### src/cpu_pkg.sv
package cpu_pkg;

    localparam int data_w = 16;
    localparam int addr_w = 8;
    localparam int reg_n  = 16;

    // instruction fields
    localparam int fld_op_lsb = 12;
    localparam int fld_x_lsb  = 8;
    localparam int fld_y_lsb  = 4;
    localparam int fld_z_lsb  = 0;

    typedef logic [data_w-1:0]        word_t;
    typedef logic [addr_w-1:0]        addr_t;
    typedef logic [$clog2(reg_n)-1:0] reg_addr_t;

    typedef enum logic [3:0] {
        op_sys    = 4'b0000,  // sub-function in bits 1:0
        op_setn   = 4'b0001,
        op_loadn  = 4'b0010,
        op_storen = 4'b0011,
        op_addn   = 4'b0101,
        op_add    = 4'b0110,  // nop and copy via r0
        op_sub    = 4'b0111,  // neg via r0
        op_mul    = 4'b1000,
        op_jumpn  = 4'b1011,
        op_jeqz   = 4'b1100,
        op_jnez   = 4'b1101,
        op_jltz   = 4'b1110,
        op_jgtz   = 4'b1111
    } op_t;

    typedef enum logic [1:0] {
        sys_halt  = 2'b00,
        sys_read  = 2'b01,
        sys_write = 2'b10
    } sys_t;

    typedef enum logic [2:0] {
        st_idle,
        st_fetch0,
        st_fetch1,
        st_exec0,
        st_exec1,
        st_exec2,
        st_halted
    } step_t;

    typedef enum logic [1:0] {
        alu_add,
        alu_sub,
        alu_mul
    } alu_op_t;

    typedef enum logic [2:0] {
        src_none,
        src_pc,
        src_mem,
        src_reg,
        src_alu,
        src_imm,
        src_in
    } bus_src_t;

endpackage

### src/cpu_regfile.sv
`timescale 1ns/10ps

module cpu_regfile (
    input  logic               clk,
    input  logic               rst,
    input  cpu_pkg::reg_addr_t addr,
    input  logic               load,
    input  cpu_pkg::word_t     wdata,
    output cpu_pkg::word_t     rdata
);
    import cpu_pkg::*;

    word_t regs [reg_n];

    always_ff @(posedge clk) begin
        if (rst) begin
            for (int i = 0; i < reg_n; i++) begin
                regs[i] <= '0;
            end
        end else if (load && addr != '0) begin  // r0 is read-only
            regs[addr] <= wdata;
        end
    end

    assign rdata = (addr == '0) ? '0 : regs[addr];

endmodule

### src/cpu_alu.sv
`timescale 1ns/10ps

module cpu_alu (
    input  cpu_pkg::word_t   a,
    input  cpu_pkg::word_t   b,
    input  cpu_pkg::alu_op_t op,
    output cpu_pkg::word_t   y
);
    import cpu_pkg::*;

    always_comb begin
        case (op)
            alu_add: y = a + b;
            alu_sub: y = a - b;  // tmp0 minus tmp1
            alu_mul: y = a * b;  // low half of product
            default: y = '0;
        endcase
    end

endmodule

### src/cpu_memory.sv
`timescale 1ns/10ps

module cpu_memory (
    input  logic           clk,
    input  cpu_pkg::addr_t addr,
    input  cpu_pkg::word_t wdata,
    input  logic           write,
    output cpu_pkg::word_t rdata,
    input  logic           prog_valid,
    input  logic           prog_ready,
    input  cpu_pkg::addr_t prog_addr,
    input  cpu_pkg::word_t prog_data
);
    import cpu_pkg::*;

    word_t mem [2**addr_w];

    always_ff @(posedge clk) begin
        if (prog_valid && prog_ready) begin  // loader only while core is idle
            mem[prog_addr] <= prog_data;
        end else if (write) begin
            mem[addr] <= wdata;
        end
    end

    assign rdata = mem[addr];

endmodule

### src/cpu_datapath.sv
`timescale 1ns/10ps

module cpu_datapath (
    input  logic               clk,
    input  logic               rst,
    input  cpu_pkg::bus_src_t  bus_src,
    input  cpu_pkg::reg_addr_t reg_addr,
    input  logic               reg_load,
    input  logic               mar_load,
    input  logic               ir_load,
    input  logic               pc_inc,
    input  logic               pc_load,
    input  logic               tmp0_load,
    input  logic               tmp1_load,
    input  logic               flags_load,
    input  cpu_pkg::alu_op_t   alu_op,
    input  logic               mem_write,
    output cpu_pkg::word_t     ir,
    output logic               zero_flag,
    output logic               sign_flag,
    input  cpu_pkg::word_t     in_data,
    input  cpu_pkg::word_t     mem_rdata,
    output cpu_pkg::addr_t     mem_addr,
    output cpu_pkg::word_t     mem_wdata,
    output cpu_pkg::word_t     out_data
);
    import cpu_pkg::*;

    addr_t pc;
    addr_t mar;
    word_t tmp0;
    word_t tmp1;
    word_t bus;
    word_t imm;
    word_t reg_rdata;
    word_t alu_y;

    assign imm = {{(data_w-addr_w){1'b0}}, ir[addr_w-1:0]};  // zero-extended

    always_comb begin
        case (bus_src)
            src_pc:  bus = {{(data_w-addr_w){1'b0}}, pc};
            src_mem: bus = mem_rdata;
            src_reg: bus = reg_rdata;
            src_alu: bus = alu_y;
            src_imm: bus = imm;
            src_in:  bus = in_data;
            default: bus = '0;
        endcase
    end

    always_ff @(posedge clk) begin
        if (rst) begin
            pc        <= '0;
            ir        <= '0;
            zero_flag <= 1'b0;
            sign_flag <= 1'b0;
        end else begin
            if (pc_load) begin
                pc <= bus[addr_w-1:0];
            end else if (pc_inc) begin
                pc <= pc + 1'b1;
            end
            if (ir_load) begin
                ir <= bus;
            end
            if (flags_load) begin
                zero_flag <= (bus == '0);
                sign_flag <= bus[data_w-1];
            end
        end
    end

    always_ff @(posedge clk) begin
        if (mar_load) begin
            mar <= bus[addr_w-1:0];
        end
        if (tmp0_load) begin
            tmp0 <= bus;
        end
        if (tmp1_load) begin
            tmp1 <= bus;
        end
    end

    assign mem_addr  = mar;
    assign mem_wdata = reg_rdata;
    assign out_data  = reg_rdata;

    cpu_regfile regs0 (
        .clk   (clk),
        .rst   (rst),
        .addr  (reg_addr),
        .load  (reg_load),
        .wdata (bus),
        .rdata (reg_rdata)
    );

    cpu_alu alu0 (
        .a  (tmp0),
        .b  (tmp1),
        .op (alu_op),
        .y  (alu_y)
    );

    a_bus_driven: assert property (@(posedge clk) disable iff (rst)
        (reg_load || mar_load || ir_load || pc_load || tmp0_load || tmp1_load ||
         flags_load) |-> bus_src != src_none);

    // storen sets the address one cycle before it writes
    a_write_addr: assert property (@(posedge clk) disable iff (rst)
        mem_write |-> $past(mar_load));

endmodule

### src/cpu_control.sv
`timescale 1ns/10ps

module cpu_control (
    input  logic               clk,
    input  logic               rst,
    input  logic               start,
    input  cpu_pkg::word_t     ir,
    input  logic               zero_flag,
    input  logic               sign_flag,
    input  logic               in_valid,
    input  logic               out_ready,
    output logic               in_ready,
    output logic               out_valid,
    output logic               prog_ready,
    output logic               halted,
    output cpu_pkg::bus_src_t  bus_src,
    output cpu_pkg::reg_addr_t reg_addr,
    output logic               reg_load,
    output logic               mar_load,
    output logic               ir_load,
    output logic               pc_inc,
    output logic               pc_load,
    output logic               tmp0_load,
    output logic               tmp1_load,
    output logic               flags_load,
    output logic               mem_write,
    output cpu_pkg::alu_op_t   alu_op
);
    import cpu_pkg::*;

    step_t     step;
    step_t     step_nxt;
    op_t       op;
    sys_t      sys;
    reg_addr_t rx;
    reg_addr_t ry;
    reg_addr_t rz;
    logic      take;

    assign op = op_t'(ir[fld_op_lsb +: $bits(op_t)]);
    assign sys = sys_t'(ir[$bits(sys_t)-1:0]);
    assign rx = ir[fld_x_lsb +: $bits(reg_addr_t)];
    assign ry = ir[fld_y_lsb +: $bits(reg_addr_t)];
    assign rz = ir[fld_z_lsb +: $bits(reg_addr_t)];

    assign prog_ready = (step == st_idle) || (step == st_halted);
    assign halted = (step == st_halted);

    always_comb begin
        case (op)
            op_jeqz: take = zero_flag;
            op_jnez: take = !zero_flag;
            op_jltz: take = sign_flag;
            default: take = !zero_flag && !sign_flag;  // jgtz
        endcase
    end

    always_ff @(posedge clk) begin
        if (rst) begin
            step <= st_idle;
        end else begin
            step <= step_nxt;
        end
    end

    always_comb begin
        step_nxt   = step;
        bus_src    = src_none;
        reg_addr   = '0;
        reg_load   = 1'b0;
        mar_load   = 1'b0;
        ir_load    = 1'b0;
        pc_inc     = 1'b0;
        pc_load    = 1'b0;
        tmp0_load  = 1'b0;
        tmp1_load  = 1'b0;
        flags_load = 1'b0;
        mem_write  = 1'b0;
        alu_op     = alu_add;
        in_ready   = 1'b0;
        out_valid  = 1'b0;

        case (step)
            st_idle, st_halted: begin
                if (start) begin
                    step_nxt = st_fetch0;
                end
            end
            st_fetch0: begin
                bus_src  = src_pc;
                mar_load = 1'b1;
                step_nxt = st_fetch1;
            end
            st_fetch1: begin
                bus_src  = src_mem;
                ir_load  = 1'b1;
                pc_inc   = 1'b1;
                step_nxt = st_exec0;
            end
            default: begin  // execute steps
                step_nxt = st_fetch0;
                case (op)
                    op_sys: begin
                        case (sys)
                            sys_read: begin
                                bus_src  = src_in;
                                reg_addr = rx;
                                in_ready = 1'b1;
                                reg_load = in_valid;
                                if (!in_valid) begin
                                    step_nxt = st_exec0;  // wait for input
                                end
                            end
                            sys_write: begin
                                reg_addr  = rx;
                                out_valid = 1'b1;
                                if (!out_ready) begin
                                    step_nxt = st_exec0;  // back-pressure
                                end
                            end
                            default: begin  // halt
                                bus_src  = src_reg;  // r0 clears pc for next start
                                pc_load  = 1'b1;
                                step_nxt = st_halted;
                            end
                        endcase
                    end
                    op_setn: begin
                        bus_src  = src_imm;
                        reg_addr = rx;
                        reg_load = 1'b1;
                    end
                    op_jumpn: begin
                        bus_src = src_imm;
                        pc_load = 1'b1;
                    end
                    op_loadn, op_storen: begin
                        reg_addr = rx;
                        if (step == st_exec0) begin
                            bus_src  = src_imm;  // address into mar
                            mar_load = 1'b1;
                            step_nxt = st_exec1;
                        end else if (op == op_loadn) begin
                            bus_src  = src_mem;
                            reg_load = 1'b1;
                        end else begin
                            mem_write = 1'b1;
                        end
                    end
                    op_addn, op_add, op_sub, op_mul: begin
                        case (step)
                            st_exec0: begin
                                tmp0_load = 1'b1;
                                step_nxt  = st_exec1;
                                if (op == op_addn) begin
                                    bus_src = src_imm;
                                end else begin
                                    bus_src  = src_reg;
                                    reg_addr = (op == op_sub) ? ry : rz;
                                end
                            end
                            st_exec1: begin
                                bus_src   = src_reg;
                                tmp1_load = 1'b1;
                                step_nxt  = st_exec2;
                                if (op == op_addn) begin
                                    reg_addr = rx;
                                end else begin
                                    reg_addr = (op == op_sub) ? rz : ry;
                                end
                            end
                            default: begin  // result into x
                                bus_src  = src_alu;
                                reg_addr = rx;
                                reg_load = 1'b1;
                                if (op == op_sub) begin
                                    alu_op = alu_sub;
                                end else if (op == op_mul) begin
                                    alu_op = alu_mul;
                                end
                            end
                        endcase
                    end
                    op_jeqz, op_jnez, op_jltz, op_jgtz: begin
                        if (step == st_exec0) begin
                            bus_src    = src_reg;  // flags from x
                            reg_addr   = rx;
                            flags_load = 1'b1;
                            step_nxt   = st_exec1;
                        end else if (take) begin
                            bus_src = src_imm;
                            pc_load = 1'b1;
                        end
                    end
                    default: begin  // dropped opcodes stop the core
                        bus_src  = src_reg;
                        pc_load  = 1'b1;
                        step_nxt = st_halted;
                    end
                endcase
            end
        endcase
    end

    // a write holds its word until the consumer takes it
    a_out_hold: assert property (@(posedge clk) disable iff (rst)
        out_valid && !out_ready |=> out_valid && $stable(reg_addr));

    a_idle_quiet: assert property (@(posedge clk) disable iff (rst)
        step == st_idle |-> !(reg_load || mar_load || ir_load || pc_inc || pc_load ||
                              tmp0_load || tmp1_load || flags_load || mem_write));

endmodule

### src/cpu_top.sv
`timescale 1ns/10ps

module cpu_top (
    input  logic           clk,
    input  logic           rst,
    input  logic           start,
    input  logic           prog_valid,
    output logic           prog_ready,
    input  cpu_pkg::addr_t prog_addr,
    input  cpu_pkg::word_t prog_data,
    input  logic           in_valid,
    output logic           in_ready,
    input  cpu_pkg::word_t in_data,
    output logic           out_valid,
    input  logic           out_ready,
    output cpu_pkg::word_t out_data,
    output logic           halted
);
    import cpu_pkg::*;

    bus_src_t  bus_src;
    reg_addr_t reg_addr;
    alu_op_t   alu_op;
    word_t     ir;
    word_t     mem_rdata;
    word_t     mem_wdata;
    addr_t     mem_addr;
    logic      reg_load;
    logic      mar_load;
    logic      ir_load;
    logic      pc_inc;
    logic      pc_load;
    logic      tmp0_load;
    logic      tmp1_load;
    logic      flags_load;
    logic      mem_write;
    logic      zero_flag;
    logic      sign_flag;

    cpu_control ctrl0 (
        .clk        (clk),
        .rst        (rst),
        .start      (start),
        .ir         (ir),
        .zero_flag  (zero_flag),
        .sign_flag  (sign_flag),
        .in_valid   (in_valid),
        .out_ready  (out_ready),
        .in_ready   (in_ready),
        .out_valid  (out_valid),
        .prog_ready (prog_ready),
        .halted     (halted),
        .bus_src    (bus_src),
        .reg_addr   (reg_addr),
        .reg_load   (reg_load),
        .mar_load   (mar_load),
        .ir_load    (ir_load),
        .pc_inc     (pc_inc),
        .pc_load    (pc_load),
        .tmp0_load  (tmp0_load),
        .tmp1_load  (tmp1_load),
        .flags_load (flags_load),
        .mem_write  (mem_write),
        .alu_op     (alu_op)
    );

    cpu_datapath dp0 (
        .clk        (clk),
        .rst        (rst),
        .bus_src    (bus_src),
        .reg_addr   (reg_addr),
        .reg_load   (reg_load),
        .mar_load   (mar_load),
        .ir_load    (ir_load),
        .pc_inc     (pc_inc),
        .pc_load    (pc_load),
        .tmp0_load  (tmp0_load),
        .tmp1_load  (tmp1_load),
        .flags_load (flags_load),
        .alu_op     (alu_op),
        .mem_write  (mem_write),
        .ir         (ir),
        .zero_flag  (zero_flag),
        .sign_flag  (sign_flag),
        .in_data    (in_data),
        .mem_rdata  (mem_rdata),
        .mem_addr   (mem_addr),
        .mem_wdata  (mem_wdata),
        .out_data   (out_data)
    );

    cpu_memory mem0 (
        .clk        (clk),
        .addr       (mem_addr),
        .wdata      (mem_wdata),
        .write      (mem_write),
        .rdata      (mem_rdata),
        .prog_valid (prog_valid),
        .prog_ready (prog_ready),
        .prog_addr  (prog_addr),
        .prog_data  (prog_data)
    );

endmodule

### config.mk
export PLATFORM = sky130hd
export DESIGN_NAME = cpu_top
export DESIGN_NICKNAME = d
export VERILOG_FILES = /design/src/cpu_pkg.sv /design/src/cpu_regfile.sv /design/src/cpu_alu.sv /design/src/cpu_memory.sv /design/src/cpu_datapath.sv /design/src/cpu_control.sv /design/src/cpu_top.sv
export SDC_FILE = /design/constraint.sdc
export NUM_CORES = 2
export LEC_CHECK = 0
export ABC_CLOCK_PERIOD_IN_PS = 6640
export BUFFER_PORTS_ARGS = -buffer_cell sky130_fd_sc_hd__buf_4
export CAP_MARGIN = 20
export CELL_PAD_IN_SITES_DETAIL_PLACEMENT = 1
export CELL_PAD_IN_SITES_GLOBAL_PLACEMENT = 2
export CORE_MARGIN = 2
export CORE_UTILIZATION = 45
export DETAILED_ROUTE_END_ITERATION = 8
export PLACE_DENSITY_LB_ADDON = 0.1
export REMOVE_ABC_BUFFERS = 1
export SLEW_MARGIN = 20
export SYNTH_ARGS = -nofsm -noshare
export SYNTH_HDL_FRONTEND = slang
export SYNTH_HIERARCHICAL = 1
export SYNTH_MEMORY_MAX_BITS = 65536
export SYNTH_SLANG_ARGS = --single-unit
### constraint.sdc
create_clock -name clk -period 6.64 [get_ports clk]
set_input_delay 0.664 -clock clk [delete_from_list [all_inputs] [get_ports clk]]
set_output_delay 0.664 -clock clk [all_outputs]
set_load 0.005 [all_outputs]
---- Word level (Yosys, flattened, before mapping) ----
Memory sizes are Yosys's and may differ from the RTL's. A register that Yosys moved wholly into a read port is not among the register bits.
Cells that the tools add are included.
operators by class
  eq/ne operators ......................... 28
  add/subtract/negate cells ............... 3
  reductions and logical operators ........ 27
  $mul .................................... 1
  multiplexer cells ....................... 86
operators with widths
  cell                                                             number
  16-bit one-hot mux with 6 select lines                           1
  16-bit 2-to-1 mux                                                3
  16-bit one-hot mux with 3 select lines                           1
  1-bit 2-to-1 mux                                                 41
  4-bit 2-to-1 mux                                                 8
  8-bit 2-to-1 mux                                                 4
  16-bit OR reduction                                              2
  4-bit == test, second input constant                             6
  3-bit one-hot mux with 2 select lines                            4
  3-bit 2-to-1 mux                                                 6
  3-bit one-hot mux with 3 select lines                            2
  16-bit adder                                                     1
  16-bit logical NOT                                               1
  16-bit by 16-bit multiplier with 16-bit output                   1
  2-bit 2-to-1 mux                                                 8
  4-bit one-hot mux with 4 select lines                            1
  16-bit subtractor                                                1
  3-bit == test, second input constant                             5
  3-bit one-hot mux with 5 select lines                            1
  3-bit by 2-bit == test with 1-bit output, second input constant  4
  4-bit by 3-bit == test with 1-bit output, second input constant  3
  3-bit one-hot mux with 4 select lines                            1
  4-bit OR reduction                                               3
  2-bit OR reduction                                               5
  other kinds (22)                                                 32
word-level totals
  output and inout port bits .............. 20
  memories kept ........................... 2
  register bits after elaboration ......... 69
  input bits .............................. 46
  RAM bits ................................ 4352
  logic and storage cells ................. 155
memories
  memory          depth  width  rd ports  clocked after Yosys merged registers in  wr ports  RTL line           text
  mem0.mem        256    16     1         1                                        1         cpu_memory.sv:16   word_t mem [2**addr_w];
  dp0.regs0.regs  16     16     1         0                                        16        cpu_regfile.sv:13  word_t regs [reg_n];

---- Longest topological paths before layout ----
  depth after elaboration ................. 13
  mapped depth ............................ 26

---- Hierarchy ----
The synthesis kept the hierarchy.
by module, submodules not included
  module        area an instance (µm²)  times used  cells each  seq. area each (µm²)
  cpu_memory    159315.3                1           7789        122998.0
  cpu_regfile   11155.7                 1           744         7206.9
  cpu_alu       5220.0                  1           648         0.0
  cpu_datapath  3109.2                  1           274         1721.7
  cpu_control   1098.6                  1           168         60.1

---- Worst setup path before layout ----
No wires, ideal clock.
  path type ............................... register -> register
  start ................................... register dp0.ir[0]
  end ..................................... memory mem0/mem[0][14] (netlist name), data pin
  buffers on the path ..................... 3
  setup slack ............................. 0.069 ns
  cell stages (with the launch flop) ...... 16
  required time ........................... 5.817 ns
  setup time .............................. 0.823 ns
  arrival ................................. 5.748 ns
  period minus slack after synthesis ...... 6.571 ns
  cells stage by stage .................... dfxtp_1 -> inv_1 -> ha_1 -> nor3b_1 -> nor2_1 -> a211oi_1 -> nor4_2 -> o2bb2ai_1 -> buf_4 -> buf_4 -> clkbuf_1 -> a221o_1 -> a21oi_1 -> a21oi_1 -> nand2_1 -> nand2_1
on the way
  cells in the longest elaborated chain, start to end .. 8
  elaborated cells between the ends (all ways) .. 15
  classes of those cells .................. 2 x eq/ne; 10 x mux; 2 x reduce/logical; 1 x memory
RTL lines
  item                                                                       RTL line            text
  from (decl)                                                                cpu_datapath.sv:18  output cpu_pkg::word_t ir,
  from (signal assigned)                                                     cpu_datapath.sv:65  ir <= bus;
  2-bit by 1-bit == test with 1-bit output or 2-bit == test (tied branches)  cpu_control.sv:104  case (sys)
  2-bit OR reduction (no line) (*)                                           n/a
  4-bit 2-to-1 mux (*)                                                       cpu_control.sv:104
  4-bit one-hot mux with 4 select lines (*)                                  cpu_control.sv:102  case (op)
  4-bit 2-to-1 mux (*)                                                       cpu_control.sv:83   case (step)
  via reg_addr[1]                                                            cpu_top.sv:22       reg_addr_t reg_addr;
  memory 16 x 16 bit or 4-bit logical NOT (tied branches)                    n/a
  16-bit 2-to-1 mux (*)                                                      cpu_regfile.sv:25   assign rdata = (addr == '0) ? '0 : regs[addr];
  via mem_wdata[14]                                                          cpu_top.sv:26       word_t mem_wdata;
  16-bit 2-to-1 mux (no line) (*)                                            n/a
  to (decl)                                                                  cpu_memory.sv:16
The timed path passes the listed nets; every way through them passes the cells marked *.

==> out/metrics.yaml <==
synth:
  mappedNetlistArea_um2: 180000
  synth-seq-cells: 4405
  avgSynthCellArea_um2: 18.7
  synth_top_area_share: 0.730
  synthSimpleGateAreaFrac: 0.0463
  yosysUniqueCellTypes: 112
  synth-main-ff-cell: "edfxtp_1"
  synth_mux_area_frac: 0.137
  ys_seq_area_frac: 0.734
  synth_compound_area_frac: 0.0417
  synth_fa_ha_area_frac: 0.0139
  synthXorXnorAreaFrac: 0.00334
  synth_cells: 9623
  yosys_warnings: 6
  synth_edf_count: 4376
  synth_top_area_cell: "edfxtp_1"
  synthTopCellsByArea: "edfxtp_1 73%, mux4_2 9.0%, mux2i_1 4.4%"
  synth_top_family_by_area: "multiplexers"
  ys_async_sr_fraction: 0
worst_setup_path:
  slowest_delay_ns: 0.55
  path_common_cell: "fa_1"
  critPathSlowestCell: "fa_1"
  reg2reg_from: "dp0/tmp0[1]"
  rr_worst_depth: 22
  start_kind: "register"
  reg2reg_slack_ns: 0.18
  endpoint_kind: "register"
  cp_num_buf_inv: 6
  worstPathMaxFanout: 16
  path_delay_family: "adder cells"
  required_ns: 7.37
  crit_arrival_ns: 7.19
  r2r_end: "dp0/regs0/regs[2][12]"
  crit_chain: "buf_6, and2_1, fa_1, fa_1, ha_1, fa_1, inv_1, fa_1, fa_1, inv_1, ha_1, a21o_1, a31o_2, a211oi_4, buf_4, xor2_1, o32ai_1, a32oi_1, o21a_1, clkinvlp_4, buf_12, and2_1"
  critical_path_class: "reg -> reg"
pwr:
  power_density_nw_per_um2: 330
  ir_worst_vdd_v: 0.000264
  p_leak_nw: 68.2
  finalPower_mw: 68.6
die:
  die_area_um2: 405000
  start_util: 0.451
  chipWidth_um: 636
  fp.dieH_um: 636
  io_pins: 66
  coreArea_um2: 399000
  num_rows: 232
timing:
  timing.slew.headroom: 0.168
  maxClockFrequency_mhz: 155
  fin_crit_ns: 6.46
  fin_ws_ns: 0.183
  tightest_slew_ns: 1.23
  drv_slew: 0
  setup_viol: 0
  layout_worst_path_cycle_share: 0.972
  fin_skew_ns: 0.0601
  hold_viol_final: 0
drt:
  viasPerCell: 6.23
  firstDrtPassIters: 5
  wire_per_inst_um: 37.2
  wl_um: 599000
  vias: 100000
  drt_iter0_drc: 12100
  drc: 0
  postRouteAntennaNets: 0
grt:
  grt_pass1_vias: 102000
  antenna_found_initial: 39
  groute.usage.overall: 0.294
  grt_max_degree: 108
  grt_pass1_wl_um: 835000
  overflow: 0
cts:
  clock_sinks: 4405
  htree_levels: 5
  cts_tree: "yes"
  root_buffer: "clkbuf_16"
  clk_pin_slew_worst_paths_ns: 0.06
  clk_latency_ns: 1.03
  cts_buffers: 466
  cts_buffer_depth: 4
flow_run:
  max-cap-violations: 0
place:
  hpwl_um: 397000
  io_buffer_count: 65
  pre_cts_slack_ns: -0.117
  routabilityCongestion: 0.891
final_layout:
  fill_cells: 35700
  nets: 10700
  area_growth_pct: 15.4
  drive_gt1_frac: 0.245
  multi_input_area_um2: 44600
  utilization: 0.521
  register_area_um2: 132000
hold_path:
  hold_path_depth: 3
  worstHoldPathType: "in -> reg"
  holdPathEnd: "ctrl0/step[0]"
  min_from: "start"
status:
  status: "finished, final reports clean"
## cells in the final DEF (no fill, tap or decap), drive strengths merged, types with 20 or more instances in the layout
cell type,count
nand4,42
mux2,35
o21ai,97
xnor2,49
buf,971
a22o,25
fa,81
inv,161
o221ai,162
ha,70
a221o,22
nand2b,24
nand2,298
nor2b,34
a21oi,185
nand3,99
a221oi,21
and2,322
o22ai,98
or2,27
dfxtp,29
mux4,724
mux2i,798
a31oi,20
edfxtp,4376
clkinv,201
bufinv,53
nor4,75
a22oi,184
a2111oi,21
nor2,482
a211oi,74
nor3,151
clkbuf,574
## how the worst max path moves through the flow
| stage | from | endpoint | slack (ns) | depth (start not counted) |
|---|---|---|---|---|
| after floorplan | dp0/mem_addr[0] | mem0/mem[114][0] | -49.80 | 3 |
| after global placement | dp0/tmp0[2] | dp0/regs0/regs[11][12] | -0.09 | 21 |
| after detailed placement | dp0/tmp0[2] | dp0/regs0/regs[3][12] | -0.12 | 21 |
| after CTS | dp0/tmp0[2] | dp0/regs0/regs[2][12] | 0.005 | 21 |
| after global routing | dp0/tmp1[5] | dp0/regs0/regs[7][15] | -0.0009 | 21 |
| final | dp0/tmp0[1] | dp0/regs0/regs[2][12] | 0.18 | 22 |
## what timing repair did
item / CTS / global route
endpoints found under the hold margin: 0 / 0
setup buffers: 0 / 9
pin swaps: 0 / 1
setup endpoints to repair: 17 / 74
hold buffers: 0 / 0
resized for setup: 2 / 14
## registers in the layout (all words and copies together) (netlist names)
signal	cells
ctrl0/step	3
dp0/ir	16
dp0/mem_addr	8
dp0/pc	8
dp0/regs0/regs	240
dp0/sign_flag	1
dp0/tmp0	16
dp0/tmp1	16
dp0/zero_flag	1
mem0/mem	4096
## final cells by class
| class | count | share of cell area |
|---|---|---|
| sequential | 4405 | 0.636 |
| multi-input combinational | 4464 | 0.215 |
| clock buffer | 573 | 0.0587 |
| timing repair buffer | 972 | 0.0423 |
| tap | 5265 | 0.0317 |
| clock inverter | 284 | 0.0138 |
| inverter | 146 | 0.00272 |
| antenna | 14 | 0.000169 |
## worst register-to-register path: stages (launching register included)
cell and delay, ns:
edfxtp_1 0.54, buf_6 0.23, and2_1 0.17, fa_1 0.51
fa_1 0.51, ha_1 0.23, fa_1 0.54, inv_1 0.05
fa_1 0.47, fa_1 0.55, inv_1 0.05, ha_1 0.35
a21o_1 0.20, a31o_2 0.25, a211oi_4 0.30, buf_4 0.16
xor2_1 0.14, o32ai_1 0.10, a32oi_1 0.21, o21a_1 0.22
clkinvlp_4 0.12, buf_12 0.15, and2_1 0.15
## power breakdown
part           internal (mW)  total, mW  switching [mW]
Sequential              30.7       30.8           0.124
Clock                   15.0       26.0            11.0
Combinational           4.18       11.8            7.60
Total                   49.9       68.6            18.7
## synth_stat cells (all sizes together), types with 49 or more instances
cell type	number
nand2	298
edfxtp	4376
nand3	99
mux2i	798
mux4	724
o22ai	98
xnor2	49
nor2	482
nor4	75
clkbuf	251
a211oi	74
and2	322
fa	81
a21oi	185
o221ai	162
nor3	151
o21ai	97
a22oi	184
inv	145
buf	357
ha	70
## logic make-up after synthesis
group,after synthesis
AO/OA/AOI/OAI,1040
AND/OR/NAND/NOR,1649
buffers and inverters,754
XOR/XNOR,67
flip-flops,4405
adder cells (fa/ha/maj),151
multiplexers,1557
## per-layer routing
metal | global-route usage | vias to the layer above | wire length, um
met5 | 0 | - | 81
met4 | 0.0887 | 14 | 20300
met1 | 0.422 | 54900 | 251000
li1 | - | 40700 | -
met2 | 0.467 | 4129 | 283000
met3 | 0.0439 | 721 | 44800
## per-stage QoR
stage                 TNS, ns  area [um^2]  hold slack [ns]  instances
global route        -0.000910       208000            0.115      16100
global placement        -1.28       192000            0.495      15200
finish                      0       208000            0.144      16100
detailed placement      -1.58       192000            0.500      15200
CTS                         0       207000           0.0652      16100
floorplan                   -       176000            0.471       9015
(Power assumes the default switching activity.)
